<file path="src/hdl/spec_defines.svh">
`ifndef SPEC_DEFINES_SVH
`define SPEC_DEFINES_SVH

// Branch buffer geometry
`define BB_DEPTH 8                // Entries, also checkpoint slots
`define BB_PTR_W 3                // Slot index width

// Register file sizes
`define AREG_NUM 32               // Architectural registers
`define PREG_W   6                // Physical tag width, 64 tags

// RV32I major opcodes
`define OP_BRANCH 7'b1100011      // beq, bne, blt and friends
`define OP_JALR   7'b1100111      // Indirect jump, can mispredict
`define OP_STORE  7'b0100011      // No rd write

`endif // SPEC_DEFINES_SVH

</file>
<file path="src/hdl/spec_pkg.sv">
`default_nettype none

`include "spec_defines.svh"

package spec_pkg;

    // Program counter, full RV32 width
    typedef logic [31:0] pc_t;

    // Major opcode field instr[6:0]
    typedef logic [6:0] opcode_t;

    // Architectural register number
    typedef logic [4:0] areg_t;

    // Physical register tag
    typedef logic [`PREG_W-1:0] preg_t;

    // Branch buffer slot, same index as checkpoint slot
    typedef logic [`BB_PTR_W-1:0] bb_tag_t;

endpackage : spec_pkg

`default_nettype wire

</file>
<file path="src/hdl/branch_buffer.sv">
`timescale 1ns/1ps
`default_nettype none

`include "spec_defines.svh"

module branch_buffer import spec_pkg::*; (
    input  logic    clk,
    input  logic    rst,
    // Decode side
    input  logic    dec_valid,       // One instruction per cycle
    input  opcode_t opcode,
    input  pc_t     pc,
    // Resolve side, in program order
    input  logic    res_valid,
    input  pc_t     res_pc,
    input  logic    mispredict,      // Head branch went the wrong way
    // To rename table
    output logic    checkpoint,      // One-cycle pulse
    output bb_tag_t checkpoint_tag,
    output logic    restore,         // One-cycle pulse
    output bb_tag_t restore_tag,
    output logic    bb_full          // Stall decode of branches
);

    localparam logic [`BB_PTR_W:0] DEPTH = `BB_DEPTH;  // Full compare value

    pc_t                pc_mem [`BB_DEPTH];   // Unresolved branch PCs
    bb_tag_t            head;                 // Oldest branch
    bb_tag_t            tail;                 // Next free slot
    logic [`BB_PTR_W:0] count;                // Occupancy, 0..DEPTH

    logic is_branch;     // Opcode needs a checkpoint
    logic bb_empty;
    logic head_hit;      // Resolve matches the oldest entry
    logic flush;         // Mispredict on head
    logic retire;        // Correct resolve on head
    logic push;          // Accept new branch

    // Only conditional branches and jalr can mispredict
    assign is_branch = (opcode == `OP_BRANCH) || (opcode == `OP_JALR);

    assign bb_full  = (count == DEPTH);
    assign bb_empty = (count == '0);

    // Resolves come in order, so only the head is compared
    assign head_hit = res_valid && !bb_empty && (pc_mem[head] == res_pc);
    assign flush    = head_hit && mispredict;
    assign retire   = head_hit && !mispredict;

    // Mispredict wins over a decode in the same cycle
    assign push = dec_valid && is_branch && !bb_full && !flush;

    // PC storage, payload only
    always_ff @(posedge clk) begin
        if (push) begin
            pc_mem[tail] <= pc;
        end
    end

    // Pointers and occupancy
    always_ff @(posedge clk or posedge rst) begin
        if (rst) begin
            head  <= '0;
            tail  <= '0;
            count <= '0;
        end else if (flush) begin
            // Everything younger is on the wrong path
            head  <= '0;
            tail  <= '0;
            count <= '0;
        end else begin
            if (push) begin
                tail <= tail + bb_tag_t'(1);  // Wraps at depth
            end
            if (retire) begin
                head <= head + bb_tag_t'(1);
            end
            case ({push, retire})
                2'b10:   count <= count + 1'b1;
                2'b01:   count <= count - 1'b1;
                default: count <= count;     // Both or neither
            endcase
        end
    end

    // Registered pulses to the rename table
    always_ff @(posedge clk or posedge rst) begin
        if (rst) begin
            checkpoint     <= 1'b0;
            checkpoint_tag <= '0;
            restore        <= 1'b0;
            restore_tag    <= '0;
        end else begin
            checkpoint <= push;              // Cycle after decode
            restore    <= flush;             // Cycle after resolve
            if (push) begin
                checkpoint_tag <= tail;      // Slot just written
            end
            if (flush) begin
                restore_tag <= head;         // Slot of the failed branch
            end
        end
    end

endmodule : branch_buffer

`default_nettype wire

</file>
<file path="src/hdl/rename_table.sv">
`timescale 1ns/1ps
`default_nettype none

`include "spec_defines.svh"

module rename_table import spec_pkg::*; (
    input  logic    clk,
    input  logic    rst,
    // Decode side
    input  logic    dec_valid,
    input  opcode_t opcode,
    input  areg_t   rd,
    input  areg_t   rs1,
    input  areg_t   rs2,
    // Combinational rename results
    output preg_t   rd_preg,         // New tag, or current one if no write
    output preg_t   rs1_preg,
    output preg_t   rs2_preg,
    // From branch buffer
    input  logic    checkpoint,
    input  bb_tag_t checkpoint_tag,
    input  logic    restore,
    input  bb_tag_t restore_tag
);

    localparam preg_t FIRST_FREE = preg_t'(`AREG_NUM);  // Tags above the identity map

    preg_t map       [`AREG_NUM];                 // Speculative map
    preg_t alloc_cnt;                             // Next tag to hand out

    preg_t cp_map    [`BB_DEPTH][`AREG_NUM];      // Saved maps per slot
    preg_t cp_cnt    [`BB_DEPTH];                 // Saved counters per slot

    logic  writes_rd;                             // Decode needs a new tag

    // Branches and stores have no destination, x0 is hardwired
    assign writes_rd = dec_valid
                     && (opcode != `OP_BRANCH)
                     && (opcode != `OP_STORE)
                     && (rd != '0);

    // Source lookups see the map before this decode's own write
    assign rs1_preg = map[rs1];
    assign rs2_preg = map[rs2];

    assign rd_preg = writes_rd ? alloc_cnt : map[rd];

    // Map and allocator
    always_ff @(posedge clk or posedge rst) begin
        if (rst) begin
            for (int i = 0; i < `AREG_NUM; i++) begin
                map[i] <= preg_t'(i);        // Identity after reset
            end
            alloc_cnt <= FIRST_FREE;
        end else if (restore) begin
            // Roll back to the state at the failed branch
            map       <= cp_map[restore_tag];
            alloc_cnt <= cp_cnt[restore_tag];
        end else if (writes_rd) begin
            map[rd]   <= alloc_cnt;
            alloc_cnt <= alloc_cnt + preg_t'(1);  // Wraps in tag range
        end
    end

    // Checkpoint slots, written one cycle after the branch decode,
    // so the snapshot already holds a jalr's own rd mapping
    always_ff @(posedge clk) begin
        if (checkpoint) begin
            cp_map[checkpoint_tag] <= map;
            cp_cnt[checkpoint_tag] <= alloc_cnt;
        end
    end

endmodule : rename_table

`default_nettype wire

</file>
<file path="src/hdl/spec_unit_top.sv">
`timescale 1ns/1ps
`default_nettype none

module spec_unit_top import spec_pkg::*; (
    input  logic    clk,
    input  logic    rst,
    // Decode
    input  logic    dec_valid,
    input  opcode_t opcode,
    input  pc_t     pc,
    input  areg_t   rd,
    input  areg_t   rs1,
    input  areg_t   rs2,
    // Resolve
    input  logic    res_valid,
    input  pc_t     res_pc,
    input  logic    mispredict,
    // Rename results
    output preg_t   rd_preg,
    output preg_t   rs1_preg,
    output preg_t   rs2_preg,
    // Speculation control, also seen outside
    output logic    checkpoint,
    output bb_tag_t checkpoint_tag,
    output logic    restore,
    output bb_tag_t restore_tag,
    output logic    bb_full          // Decode must stall branches
);

    // Ordered branch store, source of both pulses
    branch_buffer u_branch_buffer (
        .clk            (clk),
        .rst            (rst),
        .dec_valid      (dec_valid),
        .opcode         (opcode),
        .pc             (pc),
        .res_valid      (res_valid),
        .res_pc         (res_pc),
        .mispredict     (mispredict),
        .checkpoint     (checkpoint),
        .checkpoint_tag (checkpoint_tag),
        .restore        (restore),
        .restore_tag    (restore_tag),
        .bb_full        (bb_full)
    );

    // Map with per-branch snapshots
    rename_table u_rename_table (
        .clk            (clk),
        .rst            (rst),
        .dec_valid      (dec_valid),
        .opcode         (opcode),
        .rd             (rd),
        .rs1            (rs1),
        .rs2            (rs2),
        .rd_preg        (rd_preg),
        .rs1_preg       (rs1_preg),
        .rs2_preg       (rs2_preg),
        .checkpoint     (checkpoint),
        .checkpoint_tag (checkpoint_tag),
        .restore        (restore),
        .restore_tag    (restore_tag)
    );

endmodule : spec_unit_top

`default_nettype wire

</file>
<file path="config.mk">
export PLATFORM = sky130hd
export DESIGN_NAME = spec_unit_top
export DESIGN_NICKNAME = d
export VERILOG_FILES = /design/src/hdl/spec_pkg.sv /design/src/hdl/branch_buffer.sv /design/src/hdl/rename_table.sv /design/src/hdl/spec_unit_top.sv
export VERILOG_INCLUDE_DIRS = /design/src /design/src/hdl
export SDC_FILE = /design/constraint.sdc
export NUM_CORES = 2
export LEC_CHECK = 0
export BUFFER_PORTS_ARGS = -buffer_cell sky130_fd_sc_hd__buf_2
export CORE_MARGIN = 1
export CORE_UTILIZATION = 68
export CTS_BUF_LIST = sky130_fd_sc_hd__clkbuf_8 sky130_fd_sc_hd__clkbuf_16
export DETAILED_ROUTE_END_ITERATION = 10
export PLACE_DENSITY = 0.84
export REMOVE_ABC_BUFFERS = 1
export SLEW_MARGIN = 0
export SYNTH_ARGS = -nofsm -noshare
export SYNTH_HDL_FRONTEND = slang
export SYNTH_SLANG_ARGS = --single-unit
</file>
<file path="constraint.sdc">
create_clock -name clk -period 35.5 [get_ports clk]
set_input_delay 7.1 -clock clk [delete_from_list [all_inputs] [get_ports clk]]
set_output_delay 7.1 -clock clk [all_outputs]
set_load 0.01 [all_outputs]
</file>
Word-level counts from Yosys, hierarchy flattened
Memory sizes are Yosys's and may differ from the RTL's.
Index checks and enable logic that the tools add are counted.
- register bits: 216
- bits in writable memories: 1840
- bits of input ports: 91
- output and inout bits: 27
- logic and storage cells: 112
- memories kept: 3
- add/sub/neg operators: 5
- order comparisons: 4
- eq/ne operators: 8
- muxes and demuxes: 27
- bitwise logic cells: 3
- reduce and logical (&&, ||, !) cells: 22
- memory list (memory ; words ; bits a word ; rd ports ; clocked after memory_dff ; wr ports ; RTL line ; RTL):
    u_rename_table.cp_map ; 8 ; 192 ; 1 ; 0 ; 1 ; rename_table.sv:31 ; preg_t cp_map [`BB_DEPTH][`AREG_NUM];
    u_branch_buffer.pc_mem ; 8 ; 32 ; 1 ; 0 ; 1 ; branch_buffer.sv:27 ; pc_t pc_mem [`BB_DEPTH];
    u_rename_table.cp_cnt ; 8 ; 6 ; 1 ; 0 ; 1 ; rename_table.sv:32 ; preg_t cp_cnt [`BB_DEPTH];
- operators by type and width (operator ; count):
    192-bit two-way mux ; 2
    192-bit bitwise mux ; 1
    6-bit binary-select mux with 5-bit select ; 3
    6-bit two-way mux ; 10
    32-bit == test ; 1
    6-bit demux with 5-bit select ; 1
    6-bit greater-or-equal comparator, second input constant ; 3
    5-bit NOT with 6-bit output ; 3
    7-bit == test, second input constant ; 2
    3-bit two-way mux ; 4
    1-bit logical AND ; 11
    4-bit one-hot mux with 2 select lines ; 1
    7-bit by 6-bit inequality test with 1-bit output, second input constant ; 1
    7-bit inequality test, second input constant ; 1
    3-bit by 1-bit adder with 3-bit output, second input constant ; 2
    6-bit by 1-bit adder with 6-bit output, second input constant ; 1
    6-bit by 1-bit less-than comparator with 1-bit output, second input constant ; 1
    2-bit nonzero test ; 3
    5-bit nonzero test ; 1
    4-bit by 1-bit adder with 4-bit output, second input constant ; 1
    4-bit == test, second input constant ; 1
    1-bit logical NOT ; 4
    4-bit logical NOT ; 1
    1-bit two-way mux ; 4
    other kinds (6) ; 6

Longest topological paths before layout
- depth in word-level cells: 10
- depth in mapped cells: 20
- depth with buffers taken out: 16

Hierarchy
Synthesis repeated with hierarchy kept, for this count alone.
- cells, all modules: 4047
- area, all modules: 84287.1 um2
- modules (own cells, without submodules) (module ; times used ; cells each ; area an instance (um2) ; sequential area each (um2)):
    rename_table ; 1 ; 3516 ; 73211.5 ; 52621.7
    branch_buffer ; 1 ; 531 ; 11075.6 ; 8137.8

Least setup slack after synthesis
Ideal clock, no wire load.
- path type: input to output
- start point: in rs1[0]
- end point: out rs1_preg[0]
- arrival: 9447 ps
- data required time: 28400 ps
- setup slack: 18953 ps
- stages: 5
- buffers on the path: 2
- cell sequence: buf_1 -> buf_1 -> mux4_2 -> mux4_2 -> mux2_2
- cells in the longest elaborated chain, start to end: 4
- RTL lines (item ; RTL line ; RTL):
    start: declaration ; spec_unit_top.sv:12 ; input areg_t rs1,
    5-bit NOT with 6-bit output (not written as such) ; rename_table.sv:43 ; assign rs1_preg = map[rs1];
    6-bit binary-select mux with 5-bit select ; rename_table.sv:43 ;
    6-bit two-way mux (not written as such) (2 in a row) ; rename_table.sv:43 ;
    end: declaration ; spec_unit_top.sv:20 ; output preg_t rs1_preg,
No other way between the ends. The select of a mux whose other input is x is not followed.

Final worst setup path
- start point: in rd[0]
- end point: out rd_preg[3]
- cells in the longest elaborated chain, start to end: 5
- elaborated cells between the ends (all ways): 7
- those cells by class: mux: 4; bitwise: 1; reduce/logical: 2
- RTL lines (item ; RTL line ; RTL):
    start: declaration ; spec_unit_top.sv:11 ; input areg_t rd,
    5-bit NOT with 6-bit output (not written as such) ; rename_table.sv:46 ; assign rd_preg = writes_rd ? alloc_cnt : map[rd];
    6-bit binary-select mux with 5-bit select ; rename_table.sv:46 ;
    6-bit two-way mux (not written as such) (2 in a row) ; rename_table.sv:46 ;
    6-bit two-way mux (*) ; rename_table.sv:46 ;
    end: declaration ; spec_unit_top.sv:19 ; output preg_t rd_preg,
Every way passes the cells marked *; elsewhere a longest branch is shown, timed or not. The select of a mux whose other input is x is not followed.

==> summary.txt <==
result of the run -> complete, no violations
routed wire length per instance -> 38.0 um
Post-Synthesis Cell Area -> 83100 um^2
post-synthesis share of cell area spent on and, or, nand and nor gates -> 0.813%
Post-CTS Hold Fix Bufs -> 0
critical path launch point type -> input pin
number of nets with antenna violations after detailed routing -> 0
count of flip-flops with a built-in enable after synthesis -> 1840
synthesis-stage register bit count -> 2056
mux share of post-synthesis cell area -> 20.1%
routability congestion estimate from global placement -> 0.964
dominant register cell in the synthesized netlist -> sky130_fd_sc_hd__edfxtp_1
synthesized area per cell -> 21.4 um^2
warnings from Yosys -> 0
P_leak -> 0.0301 uW
hold violation count in the final report -> 0
number of standard-cell rows in the floorplan -> 127
Arrival @ worst endpoint -> 9.77 ns
largest voltage drop on the vdd net -> 0.0704 mV
die boundary height -> 352 um
main combinational cell family by area after synthesis -> multiplexers
FMAX -> 0.0593 GHz
number of levels in the clock H-tree -> 4
clock slew seen by the registers of the worst setup and hold paths -> 0.06 ns
unrepaired setup endpoints after global routing -> false
instance area after placement -> 85700 um^2
starting DRC count in detailed routing -> 6918
PwrDens -> 61.3 nW/um^2
via count of the routed design -> 44400
clock tree from TritonCTS -> yes
global route total overflow -> 0
Layout Skew -> 0.0360 ns
vias in the first global route -> 46100
CP Class -> in -> out
All-Layer GR Usage -> 36.7%
width of the die -> 352 um
most frequent cells in the layout -> sky130_fd_sc_hd__edfxtp_1 (1840), sky130_fd_sc_hd__mux4_2 (610), sky130_fd_sc_hd__mux2i_1 (252), sky130_fd_sc_hd__clkbuf_16 (195), sky130_fd_sc_hd__a211oi_1 (177)
final hold slack -> 0.568 ns
Yosys cell types -> 52
clock insertion delay at the later pin of the skew report -> 0.83 ns
count of final max-slew check failures -> 0
TritonCTS Buffers -> 192
post-layout net count -> 4134
top-level I/O count -> 118
most common library cell in the layout ignoring fill and taps -> sky130_fd_sc_hd__edfxtp_1
number of buffers on the longest clock path -> 3
register area share after synthesis -> 73.1%
final setup fails -> 0
number of remaining DRC errors -> 0
first-pass iteration count of the detailed router -> 8
full die area -> 124000 um^2
share of final-layout standard cells stronger than drive strength 1 -> 30.4%
number of buffer cells added on primary ports -> 117
Resize count post-CTS -> 0
share of synthesized registers carrying an async set or reset -> 10.5%
number of maximum-capacitance constraint violations -> 0
final routed wirelength across all metal layers -> 221000 um
synthesized instance count -> 3880
required arrival time at the worst endpoint -> 28.40 ns
number of buffers inserted to repair setup after CTS -> 0
Final TNS setup -> 0 ns
detailed-placement wirelength estimate -> 119000 um
P&R area growth vs syn -> 10.8%
antenna violations before repair -> 18
largest net degree at the start of global routing -> 115
Synth Area in Compound Gates -> 4.20%
headroom to the max-slew limit -> 8.32%
initial core utilization -> 68.9%
clock root cell -> sky130_fd_sc_hd__clkbuf_16
period utilisation layout -> 47.5%
floorplan core area -> 121000 um^2
final standard cell area without fillers -> 92100 um^2
TritonCTS Sinks -> 2056
CP max FO -> 56
global-route wire length before repair -> 317000 um
area share of xor/xnor cells in the synthesized design -> 0.432%
Synth Area in Adders -> 0.105%
Setup crit end kind -> primary output
final worst path period need -> 16.87 ns
type of the most critical hold path -> reg -> reg
measured slew at the worst slew-check pin -> 1.38 ns
number of vias per cell after detailed routing -> 7.62
[cell usage after synthesis (15+ instances only)]
master                     count  area share, %
sky130_fd_sc_hd__nor2_1       48           0.22
sky130_fd_sc_hd__a211oi_1    177            1.6
sky130_fd_sc_hd__xnor2_1      15           0.16
sky130_fd_sc_hd__clkbuf_1    152           0.69
sky130_fd_sc_hd__xor2_1       26           0.27
sky130_fd_sc_hd__edfxtp_1   1840             66
sky130_fd_sc_hd__mux2i_1     252            3.0
sky130_fd_sc_hd__mux4_2      610             17
sky130_fd_sc_hd__dfstp_2      81            2.6
sky130_fd_sc_hd__nand2_1      24           0.11
sky130_fd_sc_hd__a21oi_1      63           0.38
sky130_fd_sc_hd__buf_1        77           0.35
sky130_fd_sc_hd__mux2_2       37           0.50
sky130_fd_sc_hd__a21o_1      175            1.6
sky130_fd_sc_hd__dfrtp_1     135            4.1
[flip-flops by register name, indices dropped and copies added (netlist names), 3 cells and up]
name / cells
u_rename_table.alloc_cnt: 6
u_branch_buffer.tail: 3
u_rename_table.map: 192
u_branch_buffer.pc_mem: 256
u_branch_buffer.restore_tag: 3
u_branch_buffer.count: 4
u_branch_buffer.head: 3
u_branch_buffer.checkpoint_tag: 3
u_rename_table.cp_map: 1536
u_rename_table.cp_cnt: 48
[cell families after synthesis]
logic type	count (synthesis)
flip-flops	2056
multiplexers	899
AO/OA/AOI/OAI	483
buffers and inverters	259
AND/OR/NAND/NOR	135
XOR/XNOR	41
adder cells (fa/ha/maj)	7
[final timing paths]
kind                                                 from                       end  slack, ns  cells past startpoint
max                                                 rd[0]                rd_preg[3]      18.63                      8
max reg2reg                u_branch_buffer.restore_tag[0]    u_rename_table.map[81]      29.79                     10
min in group asynchronous                             rst   u_rename_table.map[153]       6.40                      2
max in group asynchronous                             rst    u_rename_table.map[83]      26.98                      4
min                              u_branch_buffer.count[3]  u_branch_buffer.count[3]       0.57                      2
min reg2reg                      u_branch_buffer.count[3]  u_branch_buffer.count[3]       0.57                      2
[metal layers]
| layer | global-route usage [%] | up-vias | part of all wire, % |
|---|---|---|---|
| li1 | - | 16800 | - |
| met1 | 47.2 | 22800 | 32 |
| met2 | 56.0 | 4016 | 47 |
| met3 | 13.2 | 851 | 15 |
| met4 | 18.7 | 10 | 5.7 |
| met5 | 0 | - | 0.024 |
[stage by stage]
stage	total power [uW]	setup slack, ns	cells	utilization, %
2_1_floorplan	3230	14.44	3628	-
3_3_place_gp	3520	18.78	5454	71.0
3_5_place_dp	3550	18.70	5454	71.0
4_1_cts	5610	18.70	5818	76.3
5_1_grt	5740	18.52	5825	76.4
6_report	5650	18.63	5829	76.4
[worst max-delay path, stage by stage]
cell                       delay (ns)
sky130_fd_sc_hd__buf_4           0.70
sky130_fd_sc_hd__mux4_2          0.62
sky130_fd_sc_hd__a22o_1          0.25
sky130_fd_sc_hd__a221oi_1        0.25
sky130_fd_sc_hd__o21ai_0         0.16
sky130_fd_sc_hd__a21oi_1         0.31
sky130_fd_sc_hd__a21oi_1         0.15
sky130_fd_sc_hd__buf_2           0.18
[power by group]
| part | internal [uW] | switching (uW) | total [uW] |
|---|---|---|---|
| clock network | 1180 | 904 | 2090 |
| logic | 160 | 184 | 345 |
| registers | 2860 | 351 | 3220 |
| total | 4210 | 1440 | 5650 |
[cell type report]
class | count | area [um^2]
timing repair buffer | 214 | 1370
tap | 1612 | 2020
multi-input combinational | 1565 | 21500
clock inverter | 151 | 1280
fill | 5792 | 28500
inverter | 7 | 33.8
antenna | 11 | 27.5
sequential | 2056 | 60800
clock buffer | 213 | 5130
(Power assumes the default switching activity.)
